File: config.mk
export PLATFORM = sky130hd
export DESIGN_NAME = loadStore
export DESIGN_NICKNAME = d
export VERILOG_FILES = /design/src/logic/memPkg.sv /design/src/logic/loadStore.sv
export SDC_FILE = /design/constraint.sdc
export NUM_CORES = 1
export LEC_CHECK = 0
export ABC_AREA = 1
export BUFFER_PORTS_ARGS = -buffer_cell sky130_fd_sc_hd__buf_4
export CAP_MARGIN = 0
export CORE_MARGIN = 10
export CORE_UTILIZATION = 24
export DETAILED_ROUTE_END_ITERATION = 6
export MAX_ROUTING_LAYER = met4
export PLACE_DENSITY = 0.81
export RECOVER_POWER = 100
export SETUP_SLACK_MARGIN = 0.02
export SLEW_MARGIN = 20
export SYNTH_ARGS = -nofsm -noshare
export SYNTH_HDL_FRONTEND = slang
export SYNTH_SLANG_ARGS = --single-unit
File: constraint.sdc
create_clock -name vclk -period 0.9
set_clock_uncertainty 0.2 [all_clocks]
set_input_delay 0 -clock vclk [all_inputs]
set_output_delay 0 -clock vclk [all_outputs]
set_load 0.02 [all_outputs]
File: src/logic/memPkg.sv
package memPkg;

    typedef logic [31:0] word_t;
    typedef logic [7:0]  byte_t;

    // byte count of one data access
    typedef enum logic [2:0] {
        LenOne  = 3'd1,
        LenTwo  = 3'd2,
        LenFour = 3'd4
    } accessLen_e;

    typedef enum logic {
        OpLoad  = 1'b0,
        OpStore = 1'b1
    } lsOp_e;

    // risc-v width/sign field of loads and stores
    typedef logic [2:0] funct3_t;

    localparam funct3_t F3Byte  = 3'd0;
    localparam funct3_t F3Half  = 3'd1;
    localparam funct3_t F3Word  = 3'd2;
    localparam funct3_t F3ByteU = 3'd4;
    localparam funct3_t F3HalfU = 3'd5;

    // fetch length and pc step
    localparam int InstBytes = 4;

endpackage

File: src/logic/loadStore.sv
`timescale 1ns/1ns

module loadStore #(
    parameter int AddrWidth = 17
) (
    input  logic                      lsValid,
    input  memPkg::lsOp_e             lsOp,
    input  memPkg::funct3_t           lsFunct3,
    input  logic [AddrWidth-1:0]      lsAddr,
    input  memPkg::word_t             lsWdata,
    output logic                      lsDone,
    output memPkg::word_t             lsRdata,

    output logic                      dataEn,
    output memPkg::lsOp_e             dataOp,
    output memPkg::accessLen_e        dataLen,
    output logic [AddrWidth-1:0]      dataAddr,
    output memPkg::word_t             dataWdata,
    input  logic                      dataDone,
    input  memPkg::word_t             dataRdata
);

    logic signExt;

    // request goes straight through, only the size is decoded
    assign dataEn    = lsValid;
    assign dataOp    = lsOp;
    assign dataAddr  = lsAddr;
    assign dataWdata = lsWdata;

    // codes 3, 6 and 7 fall back to a word access
    always_comb begin
        case (lsFunct3)
            memPkg::F3Byte, memPkg::F3ByteU: dataLen = memPkg::LenOne;
            memPkg::F3Half, memPkg::F3HalfU: dataLen = memPkg::LenTwo;
            memPkg::F3Word:                  dataLen = memPkg::LenFour;
            default:                         dataLen = memPkg::LenFour;
        endcase
    end

    assign signExt = lsFunct3 == memPkg::F3Byte || lsFunct3 == memPkg::F3Half;

    assign lsDone = dataDone;

    // raw data arrives zero-extended
    always_comb begin
        case (dataLen)
            memPkg::LenOne: lsRdata = {{24{signExt && dataRdata[7]}}, dataRdata[7:0]};
            memPkg::LenTwo: lsRdata = {{16{signExt && dataRdata[15]}}, dataRdata[15:0]};
            default:        lsRdata = dataRdata;
        endcase
    end

endmodule

==> flow_summary.json <==
{
  "place_inst": 167,
  "synthDominantAreaCellType": "buf_4",
  "routed_via_density": 4.43,
  "yosys-top-cells-area": "buf_4 61%, nand2_1 11%, nand3_1 11%",
  "post-route-drc-count": 0,
  "fillerInstances": 218,
  "critical_path_buf_inv_count": 3,
  "finalWorstSetupSlack_ns": -0.0491,
  "floorplan.io_pins": 174,
  "initial_core_util_pct": 24.9,
  "grt_start_max_net_pins": 13,
  "finalSetupViolations": 23,
  "fraction_of_final_layout_cells_with_drive_strength_greater_than_1_pct": 55.3,
  "track_usage_pct": 16.9,
  "gp_congestion": 0.715,
  "final_slew_violations": 0,
  "fin_total_pwr_mw": 1.23,
  "postSynthAreaPerCell_um2": 6.17,
  "placeableCoreArea_mm2": 0.00305,
  "synth.yosys.seq_area_share_pct": 0,
  "maximum_fanout_encountered_on_the_critical_timing_path": 6,
  "grt_pass1_wl_mm": 7.87,
  "crit_path_start_kind": "input pin",
  "nets_in_the_synthesized_netlist": 210,
  "power_leakage_nw": 0.967,
  "final_min_period_over_clock_period_pct": 105,
  "run_status": "finished, violations left",
  "chipHeight_um": 76.3,
  "netlist_top_cells_count": "62 x buf_4, 23 x nand2_1, 16 x nand3_1, 8 x o21ai_0",
  "critPathMaxStageDelay_ns": 0.17,
  "areaGrowthSynthToFinish_pct": 157,
  "worstMarginPinSlew_ns": 0.269,
  "crit_type": "input pin to primary output",
  "clockBufferCount": 0,
  "cpLargestDelayFamily": "buffers and inverters",
  "post_dp_cell_area_mm2": 0.00104,
  "fraction_of_synthesized_cell_area_taken_by_the_top_area_cell_type_pct": 61.3,
  "place_hpwl_mm": 2.67,
  "count_leader_synth": "buf_4",
  "width_of_the_die_um": 76.3,
  "worst_ep_arrival_time_ns": 0.75,
  "critical_path_capture_point_type": "primary output",
  "count_of_nets_after_finishing": 279,
  "seq_cells": 0,
  "placement_rows": 20,
  "vias": 1036,
  "stdcell_count": 234,
  "setup_repair_after_global_routing_missed_its_margin": "true",
  "num_antenna_cells": 0,
  "yosys_warnings": 0,
  "fin_crit_ns": 0.949,
  "holdCritPathClass": "input pin to primary output",
  "grt-ovfl-total": 0,
  "stdcell_area_mm2": 0.00196,
  "fp.dieArea_mm2": 0.00581,
  "cap_violations": 0,
  "yosys.cell_types.count": 13,
  "fin_hold_ws_ns": 0.0809,
  "detail_route.wl_per_cell_um": 23.3,
  "first_global_vias": 1239,
  "violations": "negative setup slack",
  "worst-endpoint-required_ns": 0.70,
  "syn-instance-count": 123,
  "place.port_buffers": 56,
  "timing.setup.tns_ns": -0.870,
  "timing.final.hold_violations": 0,
  "critical_path.slowest_cell": "nor2_4",
  "mappedNetlistArea_um2": 759,
  "power_per_cell_area_mw_per_mm2": 628,
  "drt.antenna.violating_nets": 0,
  "totalWireLength_mm": 5.44,
  "detail_route.first_pass.iterations": 4,
  "irDropWorstVdd_mv": 0.350,
  "fmax_ghz": 1.05,
  "drt-initial-drc-count": 23,
  "max_slew_margin_pct": 82.2,
  "initial_antenna_violation_count": 0,
  "path_cells": "buf_12 > nor2_4 > nand2_8 > buf_16 > nand3_4 > buf_6",
  "ff_latch_area_um2": 0
}
[what timing repair did]
action / in CTS / in global routing
endpoints found under the hold margin: 59 / 0
gates resized for setup: 46 / 22
hold buffers: 59 / 0
pin swaps: 20 / 2
buffers inserted: 3 / 1
cloned: 4 / 0
setup endpoints to repair: 24 / 41
[placed cells by master (no fill, tap or decap), types with 5 or more instances in the layout]
cell type / Yosys / layout
nand3_4: 0 / 15
buf_6: 1 / 25
clkdlybuf4s25_1: 0 / 16
o21ai_0: 8 / 5
dlygate4sd3_1: 0 / 43
nand2_1: 23 / 16
nand2_4: 1 / 5
buf_4: 62 / 40
[cells by family after synthesis]
group,synth area share (%)
AND/OR/NAND/NOR,28.2
AO/OA/AOI/OAI,5.27
buffers and inverters,66.6
[per-layer routing]
layer  wire, um  global-route usage, %
met1       1750                   15.7
met2       3190                   35.0
met3        448                   4.72
met5          0                      -
met4         53                      0
[stage by stage]
stage | util [%] | setup WS, ns
floorplan | - | 0.00526
global placement | 34.2 | -0.0916
detailed placement | 34.2 | -0.164
CTS | 62.9 | -0.0569
global route | 64.1 | -0.0951
finish | 64.1 | -0.0491
[final timing paths]
check | to | start | cells past startpoint | slack, ns
worst max-delay path | lsRdata[30] | lsFunct3[0] | 6 | -0.05
worst min-delay path | lsRdata[7] | dataRdata[7] | 2 | 0.08
[power by group]
| part | switching (mW) | internal, mW |
|---|---|---|
| Combinational | 0.625 | 0.604 |
| Sequential | 0 | 0 |
| Clock | 0 | 0 |
[area by class of cell]
cell class / instances / area, um2 / share of cell area, %
multi-input cells: 53 / 519 / 26.6
repair buffers: 134 / 1370 / 70.1
well taps: 44 / 55.1 / 2.82
inverters: 3 / 11.3 / 0.576
(Power assumes the default switching activity.)
