<file path="src/logic/memPkg.sv">
package memPkg;

    typedef logic [31:0] word_t;
    typedef logic [7:0]  byte_t;

    // byte count of one data access
    typedef enum logic [2:0] {
        LenOne  = 3'd1,
        LenTwo  = 3'd2,
        LenFour = 3'd4
    } accessLen_e;

    typedef enum logic {
        OpLoad  = 1'b0,
        OpStore = 1'b1
    } lsOp_e;

    // risc-v width/sign field of loads and stores
    typedef logic [2:0] funct3_t;

    localparam funct3_t F3Byte  = 3'd0;
    localparam funct3_t F3Half  = 3'd1;
    localparam funct3_t F3Word  = 3'd2;
    localparam funct3_t F3ByteU = 3'd4;
    localparam funct3_t F3HalfU = 3'd5;

    // fetch length and pc step
    localparam int InstBytes = 4;

endpackage

</file>
<file path="src/logic/instFetch.sv">
`timescale 1ns/1ns

module instFetch #(
    parameter int AddrWidth = 17
) (
    input  logic                 clk,
    input  logic                 rst,
    input  logic                 pcSet,
    input  logic [AddrWidth-1:0] pcNew,
    output logic                 fetchEn,
    output logic [AddrWidth-1:0] fetchAddr,
    input  logic                 fetchDone,
    input  memPkg::word_t        fetchInst,
    output logic                 instValid,
    output memPkg::word_t        inst,
    output logic [AddrWidth-1:0] instPc,
    input  logic                 instReady
);

    logic [AddrWidth-1:0] pc;
    logic [AddrWidth-1:0] pcStep;
    logic                 fetchOn;
    logic                 discard;
    logic                 consume;
    logic                 launch;
    logic                 keep;

    assign consume = instValid && instReady;
    assign pcStep  = pc + AddrWidth'(memPkg::InstBytes);

    // only fetch into a slot that is empty or being emptied
    assign launch = fetchOn && !pcSet && !fetchEn && (!instValid || instReady);
    assign keep   = fetchDone && !discard && !pcSet;

    // pc only moves on accept or redirect, so it tracks the held instruction
    assign instPc = pc;

    always_ff @(posedge clk) begin
        if (rst) begin
            pc        <= '0;
            fetchOn   <= 1'b0;
            fetchEn   <= 1'b0;
            instValid <= 1'b0;
            discard   <= 1'b0;
        end else begin
            if (pcSet) begin
                pc      <= pcNew;
                fetchOn <= 1'b1;
            end else if (consume) begin
                pc <= pcStep;
            end

            if (fetchDone) begin
                fetchEn <= 1'b0;
            end else if (launch) begin
                fetchEn <= 1'b1;
            end

            if (pcSet) begin
                instValid <= 1'b0;
            end else if (keep) begin
                instValid <= 1'b1;
            end else if (consume) begin
                instValid <= 1'b0;
            end

            // a redirect leaves the request in flight, its result is dropped
            if (fetchDone) begin
                discard <= 1'b0;
            end else if (pcSet && fetchEn) begin
                discard <= 1'b1;
            end
        end
    end

    always_ff @(posedge clk) begin
        if (launch) begin
            fetchAddr <= instValid ? pcStep : pc;
        end
        if (keep) begin
            inst <= fetchInst;
        end
    end

endmodule

</file>
<file path="config.mk">
export PLATFORM = sky130hd
export DESIGN_NAME = instFetch
export DESIGN_NICKNAME = d
export VERILOG_FILES = /design/src/logic/memPkg.sv /design/src/logic/instFetch.sv
export SDC_FILE = /design/constraint.sdc
export NUM_CORES = 1
export LEC_CHECK = 0
export BUFFER_PORTS_ARGS = -buffer_cell sky130_fd_sc_hd__buf_2
export CORE_ASPECT_RATIO = 0.7
export CORE_UTILIZATION = 40
export DETAILED_ROUTE_END_ITERATION = 16
export PLACE_DENSITY = 0.69
export SYNTH_ARGS = -nofsm -noshare
export SYNTH_HDL_FRONTEND = slang
export SYNTH_SLANG_ARGS = --single-unit
</file>
<file path="constraint.sdc">
create_clock -name clk -period 3.9 [get_ports clk]
set_input_delay 0.585 -clock clk [delete_from_list [all_inputs] [get_ports clk]]
set_output_delay 0.585 -clock clk [all_outputs]
set_load 0.1 [all_outputs]
</file>
==> results.yml <==
pwr:
  p_sw_share_pct: 29.82
  seqPwrFrac_pct: 43.2
  intPower_uw: 1405
  power.clock.fraction_pct: 38.5
  powerDensity_nw_per_um2: 529.3
  vdd_drop_max_v: 0.0002232
  p_sw_uw: 596.8
  leakagePower_uw: 0.001556
  p_comb_share_pct: 18.2
synth:
  synth-edff-count: 49
  avgSynthCellArea_um2: 13.72
  synth-async-reset-ratio_pct: 0
  synth_seq_area_share_pct: 65.68
  synth_area_um2: 2880
  ys_ff_latch: 70
  ys_types: 42
  yosysMostFrequentCell: "edfxtp_1"
  yosys_warnings: 0
  synthesis.nets: 265
  syn_inst: 210
  ys_dominant_reg_cell: "edfxtp_1"
  yosys-top-cells-count: "edfxtp_1, dfxtp_1, nor2_1, nand2_1, xnor2_1"
  yosysTopAreaCell: "edfxtp_1"
  synth_top_cell_area_share_pct: 51.09
  ys_top_cells_by_area: "edfxtp_1, dfxtp_1, xnor2_1, buf_6, xor2_1"
route:
  vias_per_cell: 4.698
  drt_iter0_markers: 70
  wire_per_inst_um: 13.92
  drc: 0
  drtPass1Iterations: 4
  num_vias: 2020
  wl_um: 5984
  ant_nets: 0
hold_path:
  hold_class: "in -> reg"
worst_setup_path:
  r2r_slack_ns: 2.03
  critPathMaxStageDelay_ns: 0.61
  r2r-end: "instPc[16]"
  path_max_fanout: 12
  critPathBufInv: 1
  endpoint: "instValid"
  crit_type: "reg -> out"
  slowest_stage: "dfxtp_1"
  crit_family: "flip-flops"
  critPathLaunch: "instValid"
  rr_worst_depth: 5
  crit_arrival_ns: 1.47
  cp.depth: 1
  worst_r2r_startpoint: "instPc[2]"
  critPathLaunchType: "flip-flop"
  worst_setup_path_end_kind: "output port"
  path_cells: "buf_2"
  required_ns: 3.31
global_route:
  antenna_found_initial: 0
  grt.overflow.total: 0
  grt_pass1_vias: 1822
  grt_pass1_wl_um: 8873
  grtUsageTotal_pct: 16.47
  grt_max_degree: 33
timing:
  fin_crit_ns: 2.053
  relSlewSlack_pct: 43.90
  slew_viol_final: 0
  setup_viol: 0
  clock.fmax_mhz: 487.0
  skew_ns: 0.01268
  fin_crit_sh_pct: 52.65
  hold_viol: 0
  holdWs_ns: 0.4122
  grt_setup_unrepaired: "no"
  fin_tns_setup_ns: 0
  worst_slew_pin_slew_ns: 0.8409
clocking:
  cts_max_level: 3
  cts_buffer_depth: 2
  numCtsBuffers: 9
  cts.sinks: 70
  cts-root-buf: "clkbuf_8"
  clk_pin_slew_ns: 0.07
  cts_resized: 0
  clk_latency_ns: 0.35
  cts_tree: "yes"
  cts_setup_buffers: 0
  holdBufCountCts: 0
placed_design:
  post-dp-hpwl_um: 4358
  gp_congestion: 0.7879
  portBuffers: 121
floorplanning:
  start_util_pct: 42.05
  rows: 25
  io_pins: 122
  fp.dieW_um: 103.4
  die_h_um: 73.00
  dieArea_um2: 7550
  core-area_um2: 6850
job:
  cap_violations: 0
layout:
  drive_gt1_share_pct: 44.64
  antenna_cells: 0
  fin_nets: 386
  syn_to_final_growth_pct: 31.28
run_status:
  status: "finished, final reports clean"
worst min path at each step:
| stage | cells past startpoint | from | endpoint |
|---|---|---|---|
| finish | 1 | fetchInst[14] | inst[14] |
| global route | 1 | fetchInst[16] | inst[16] |
| CTS | 1 | fetchInst[16] | inst[16] |
| detailed placement | 0 | instPc[0] | fetchAddr[0] |
| global placement | 0 | instPc[1] | fetchAddr[1] |
| floorplan | 2 | fetchOn | fetchOn |
power groups by stage:
stage	clock network, uW	registers (uW)	logic, uW
2_1_floorplan	0	1120	65.7
3_3_place_gp	0	881	364
3_5_place_dp	0	882	366
4_1_cts	793	866	367
5_1_grt	820	870	381
6_report	771	866	365
area by class of cell:
type                       count  area [um2]
tap                           94       117.6
sequential                    70        1892
fill                         626        3069
multi-input combinational    124       873.3
timing repair buffer         122       613.1
clock inverter                 6       132.6
clock buffer                  10       137.6
inverter                       4       15.01
sequential cells by signal, indices dropped and copies added, names as in the netlist:
signal and flops:
inst 32, fetchAddr 17, instPc 17, discard 1, fetchEn 1, fetchOn 1
instValid 1
routing by layer:
| metal | global-route usage, % | vias to the layer above | routed length [um] |
|---|---|---|---|
| li1 | - | 1012 | - |
| met1 | 22.42 | 923 | 2772 |
| met2 | 23.25 | 80 | 2656 |
| met3 | 8.142 | 5 | 508 |
| met4 | 4.225 | 0 | 47 |
| met5 | 0 | - | 0 |
logic make-up (layout without fill, tap and decap cells):
logic type	Yosys count	in the layout	synth area share, %
AO/OA/AOI/OAI	19	19	5.126
XOR/XNOR	25	25	7.602
adder cells (fa/ha/maj)	1	1	0.4343
buffers and inverters	16	142	4.170
flip-flops	70	70	65.68
multiplexers	3	3	1.086
AND/OR/NAND/NOR	76	76	15.90
placed cells by master (no fill, tap or decap), types with 4 or more instances in the layout:
cell type  count
a211oi_1       7
nand2_1       16
bufinv_16      4
nor3_1         5
buf_2        121
xnor2_1       16
a21oi_1        4
xor2_1         9
nand3_1       11
nor2_1        17
edfxtp_1      49
clkbuf_8      10
dfxtp_1       21
nand4_1        4
stage by stage:
| step | setup WS (ns) | cell area, um2 | util [%] | power [uW] | cells |
|---|---|---|---|---|---|
| floorplan | 0.4384 | 2880 | - | 1184 | 210 |
| global placement | 1.560 | 3511 | 51.25 | 1245 | 414 |
| detailed placement | 1.523 | 3511 | 51.25 | 1249 | 414 |
| CTS | 1.831 | 3781 | 55.20 | 2025 | 430 |
| global route | 1.761 | 3781 | 55.20 | 2071 | 430 |
| finish | 1.847 | 3781 | 55.20 | 2002 | 430 |
Note: power is estimated with default switching activity, not from simulation.
