### config.mk
export PLATFORM = sky130hd
export DESIGN_NAME = memCtrl
export DESIGN_NICKNAME = d
export VERILOG_FILES = /design/src/logic/memPkg.sv /design/src/logic/memCtrl.sv
export SDC_FILE = /design/constraint.sdc
export NUM_CORES = 1
export LEC_CHECK = 0
export BUFFER_PORTS_ARGS = -buffer_cell sky130_fd_sc_hd__buf_2
export CAP_MARGIN = 0
export CORE_UTILIZATION = 45
export DETAILED_ROUTE_END_ITERATION = 8
export GPL_TIMING_DRIVEN = 0
export PLACE_DENSITY = 0.86
export RECOVER_POWER = 25
export SETUP_SLACK_MARGIN = 0.2
export SYNTH_ARGS = -nofsm -noshare
export SYNTH_HDL_FRONTEND = slang
export SYNTH_SLANG_ARGS = --single-unit
### constraint.sdc
create_clock -name clk -period 7.55 [get_ports clk]
set_input_delay 1.51 -clock clk [delete_from_list [all_inputs] [get_ports clk]]
set_output_delay 1.51 -clock clk [all_outputs]
set_load 0.01 [all_outputs]
### src/logic/memPkg.sv
package memPkg;

    typedef logic [31:0] word_t;
    typedef logic [7:0]  byte_t;

    // byte count of one data access
    typedef enum logic [2:0] {
        LenOne  = 3'd1,
        LenTwo  = 3'd2,
        LenFour = 3'd4
    } accessLen_e;

    typedef enum logic {
        OpLoad  = 1'b0,
        OpStore = 1'b1
    } lsOp_e;

    // risc-v width/sign field of loads and stores
    typedef logic [2:0] funct3_t;

    localparam funct3_t F3Byte  = 3'd0;
    localparam funct3_t F3Half  = 3'd1;
    localparam funct3_t F3Word  = 3'd2;
    localparam funct3_t F3ByteU = 3'd4;
    localparam funct3_t F3HalfU = 3'd5;

    // fetch length and pc step
    localparam int InstBytes = 4;

endpackage

### src/logic/memCtrl.sv
`timescale 1ns/1ns

module memCtrl #(
    parameter int AddrWidth = 17
) (
    input  logic                 clk,
    input  logic                 rst,
    input  logic                 rdy,
    input  logic                 ioFull,

    // fetch client
    input  logic                 fetchEn,
    input  logic [AddrWidth-1:0] fetchAddr,
    output logic                 fetchDone,
    output memPkg::word_t        fetchInst,

    // data client
    input  logic                 dataEn,
    input  memPkg::lsOp_e        dataOp,
    input  memPkg::accessLen_e   dataLen,
    input  logic [AddrWidth-1:0] dataAddr,
    input  memPkg::word_t        dataWdata,
    output logic                 dataDone,
    output memPkg::word_t        dataRdata,

    // ram port
    output logic                 ramWe,
    output logic [AddrWidth-1:0] ramAddr,
    output memPkg::byte_t        ramWdata,
    input  memPkg::byte_t        ramRdata
);

    localparam logic [1:0] OwnIdle  = 2'd0;
    localparam logic [1:0] OwnData  = 2'd1;
    localparam logic [1:0] OwnFetch = 2'd2;

    logic [1:0]    owner;
    logic [2:0]    stage;
    memPkg::word_t gather;
    memPkg::word_t assembled;

    logic          active;
    logic          selData;
    logic          busy;
    logic          isStore;
    logic [2:0]    seqLen;
    logic [2:0]    lastStage;
    logic          finish;
    logic [2:0]    addrStage;

    // stalled cycles neither advance nor complete anything
    assign active = rdy && !ioFull;

    // data wins only at the idle grant, then the owner is locked until done
    assign selData = (owner == OwnData) || (owner == OwnIdle && dataEn);
    assign busy    = (owner != OwnIdle) || dataEn || fetchEn;
    assign isStore = selData && dataOp == memPkg::OpStore;
    assign seqLen  = selData ? dataLen : 3'(memPkg::InstBytes);

    // reads end one stage later because of the ram latency
    assign lastStage = isStore ? seqLen - 3'd1 : seqLen;
    assign finish    = active && busy && stage == lastStage;

    assign dataDone  = finish && selData;
    assign fetchDone = finish && !selData;

    // a stalled cycle re-reads the previous byte so the ram output survives the freeze
    assign addrStage = active ? stage : stage - 3'd1;

    // byte k of the access sits at base plus k
    assign ramAddr  = (selData ? dataAddr : fetchAddr) + AddrWidth'(addrStage);
    assign ramWe    = active && isStore;
    assign ramWdata = dataWdata[{stage[1:0], 3'b000} +: 8];

    // newest byte enters at the top, so the last byte lands in bits 31:24
    assign assembled = {ramRdata, gather[31:8]};
    assign fetchInst = assembled;

    always_comb begin
        case (dataLen)
            memPkg::LenOne: dataRdata = {24'd0, ramRdata};
            memPkg::LenTwo: dataRdata = {16'd0, assembled[31:16]};
            default:        dataRdata = assembled;
        endcase
    end

    always_ff @(posedge clk) begin
        if (rst) begin
            owner <= OwnIdle;
            stage <= '0;
        end else if (active) begin
            if (finish) begin
                owner <= OwnIdle;
                stage <= '0;
            end else if (owner == OwnIdle) begin
                if (dataEn) begin
                    owner <= OwnData;
                    stage <= 3'd1;
                end else if (fetchEn) begin
                    owner <= OwnFetch;
                    stage <= 3'd1;
                end
            end else begin
                stage <= stage + 3'd1;
            end
        end
    end

    always_ff @(posedge clk) begin
        if (active) begin
            gather <= assembled;
        end
    end

endmodule

==> results.yml <==
status:
  outcome: "completed"
sta:
  layout_setup_ws_ns: 1.512
  slew_headroom_pct: 31.78
  slew_violations: 0
  fmax_mhz: 165.6
  fin_crit_sh_pct: 79.97
  tightest_slew_ns: 1.022
  setup_tns_ns: 0
  rsz0062_at_grt: "false"
  setup_viol: 0
  skew_ns: 0.007405
  period_needed_ns: 6.038
  finalHoldViolCount: 0
synthesis:
  ys_types: 49
  synthAdderAreaFrac_pct: 3.740
  yosys_warnings: 0
  synth_compound_area_share_pct: 16.78
  synth_fp_nets: 370
  avgSynthCellArea_um2: 9.113
  synth_simple_gate_area_share_pct: 21.41
  ys_ff_latch: 29
  syn_area_um2: 2542
  synth_xor_area_share_pct: 7.579
  synth_top_family_by_area: "simple AND/OR/NAND/NOR gates"
  ys.flop_type: "edfxtp_1"
  synthMuxAreaShare_pct: 12.80
  synth-edff-count: 24
  ys_seq_area_share_pct: 32.28
  syn_inst: 279
  synthArstFlopShare_pct: 0
die:
  die_h_um: 77.17
  start_util_pct: 46.46
  ioPinCount: 176
  die_area_um2: 5954
  rows: 27
  core_um2: 5473
  dieWidth_um: 77.17
placed_design:
  gp_congestion: 0.8929
  place_ws_ns: 1.561
  portBuffers: 175
  place_hpwl_um: 6237
worst_setup_path:
  cp_max_fo: 10
  cp-end-kind: "output pin"
  required_ns: 6.04
  cp-start-kind: "input port"
  cpMostUsedCell: "buf_2"
  critPathArrivalTime_ns: 4.53
  crit_family: "buffers and inverters"
  slowest_stage: "clkbuf_1"
  max_stage_delay_ns: 0.43
  timing.critical_path.buf_inv: 5
  criticalPathCategory: "input port to output pin"
  worstPathCellList: "buf_2, o21ba_1, buf_6, buf_2, clkbuf_1, nand2_1, ha_1, nor2b_1, or3_1, a211oi_1, o21ai_1, a21oi_1, and2_1, buf_2"
cts:
  cts_setup_buffers: 0
  cts.sinks: 29
  clock_latency_ns: 0.28
  cts_tree: "built"
  clkTransAtPathRegs_ns: 0.06
  cts-resized-gates: 0
  cts_hold_buffers: 0
  cts-htree-levels: 2
  root_buffer: "clkbuf_8"
  cts_made_buffers: 5
  clockBufferDepth: 2
grt:
  antenna_found_initial: 0
  grt_pass1_wl_um: 12670
  grt_usage_pct: 26.90
  grt_pass1_vias: 2758
  grt_max_degree: 28
  grt_overflow: 0
power_and_ir_drop:
  p_leak_nw: 1.626
  ir_drop_uv: 84.27
  power_density_nw_per_um2: 142.8
routing:
  viasPerCell: 5.253
  vias: 2805
  routed_wl_um: 7899
  first_pass_iters: 5
  ant_nets: 0
  wl_per_cell_um: 14.79
  drc: 0
  drtIter0Drc: 163
layout:
  n_fill_cell: 489
  area_delta_synth_final_pct: 40.26
  drive_gt1_share_pct: 40.91
  antenna_cells: 0
  fin_nets: 552
worst_hold_path:
  hold_path_class: "register to register"
job:
  drv_cap: 0
[sequential cells by signal, summed over array words and instances (netlist names)]
signal  cells
gather     24
stage       3
owner       2
[placed cells by master (no fill, tap or decap), drive strengths merged, types with 2 or more instances in the layout]
master	netlist	final
buf	14	169
nand2	49	49
clkbuf	6	32
edfxtp	24	24
o21ai	22	22
and2	17	17
a22oi	16	16
xor2	13	13
mux2i	13	13
nor2	11	11
xnor2	9	9
nand3	9	9
a21oi	8	8
mux4	8	8
ha	6	6
inv	5	5
nor3	5	5
dfxtp	5	5
nor2b	4	4
a21o	3	3
and3	3	3
nand4	3	3
a31oi	3	3
or3	3	3
clkinv	1	3
nand2b	2	2
and4	2	2
o21bai	2	2
a211oi	2	2
[power by group]
group	total [mW]	switching [mW]	internal (mW)	leakage [nW]
clock network	0.122	0.0583	0.0637	0.0450
registers	0.187	0.00578	0.181	0.266
logic	0.200	0.111	0.0893	1.31
total	0.509	0.175	0.334	1.63
[per-stage QoR]
step | instance area, um2 | hold WS, ns | instances | utilization [%] | power, mW
floorplan | 2542 | 0.4967 | 279 | - | 0.3053
detailed placement | 3508 | 0.4802 | 526 | 64.11 | 0.3905
CTS | 3591 | 0.4939 | 534 | 65.62 | 0.5124
finish | 3566 | 0.5028 | 534 | 65.16 | 0.5092
global route | 3566 | 0.5225 | 534 | 65.16 | 0.5359
global placement | 3508 | 0.4752 | 526 | 64.11 | 0.3856
[synth_stat cells, types with 8 or more instances]
cell      instances  area share, %
nand2_1          49            7.2
edfxtp_1         24             28
o21ai_0          21            4.1
and2_1           17            4.2
a22oi_1          16            4.7
xor2_1           13            4.5
mux2i_1          12            4.7
nor2_1           11            1.6
xnor2_1           9            3.1
a21oi_1           8            1.6
buf_4             8            2.4
mux4_2            8            7.1
nand3_1           8            1.6
[final timing paths]
kind / start / slack [ns] / depth (start not counted) / endpoint
worst max-delay path: dataEn / 1.51 / 14 / dataDone
worst min-delay path: gather[27] / 0.50 / 0 / gather[19]
worst min register to register: gather[27] / 0.50 / 0 / gather[19]
worst max register to register: owner[0] / 4.31 / 12 / owner[1]
[final cells by class]
| type | instances | area (um2) | area share (%) |
|---|---|---|---|
| Timing Repair Buffer | 175 | 850.8 | 23.86 |
| Multi-Input combinational cell | 224 | 1584 | 44.42 |
| Clock inverter | 2 | 10.01 | 0.2807 |
| Inverter | 6 | 22.52 | 0.6316 |
| Buffer | 20 | 115.1 | 3.228 |
| Clock buffer | 6 | 72.57 | 2.035 |
| Tap cell | 72 | 90.09 | 2.526 |
| Sequential cell | 29 | 820.8 | 23.02 |
[logic make-up after synthesis]
group | after synthesis
simple gates | 111
flops | 29
fa+ha+maj | 7
xor+xnor | 22
compound gates | 62
buf+inv | 26
mux | 22
[worst register-to-register path, stage by stage, from the launching register on]
cell	delay, ns
dfxtp_1	0.41
o21ba_1	0.17
buf_6	0.13
buf_2	0.28
clkbuf_1	0.43
nand2_1	0.13
ha_1	0.30
nor2b_1	0.06
or3_1	0.35
a211oi_1	0.24
o21ai_1	0.13
a21oi_1	0.36
nor3_1	0.11
[routing by layer]
layer  share of wire [%]  GRT usage [%]  vias up
li1                    -              -     1375
met4                 1.6          10.19        0
met2                  52          49.56      126
met5                   0              0        -
met3                 6.1          4.643       13
met1                  41          30.60     1291
No activity file was read; power rests on OpenSTA's default activity.
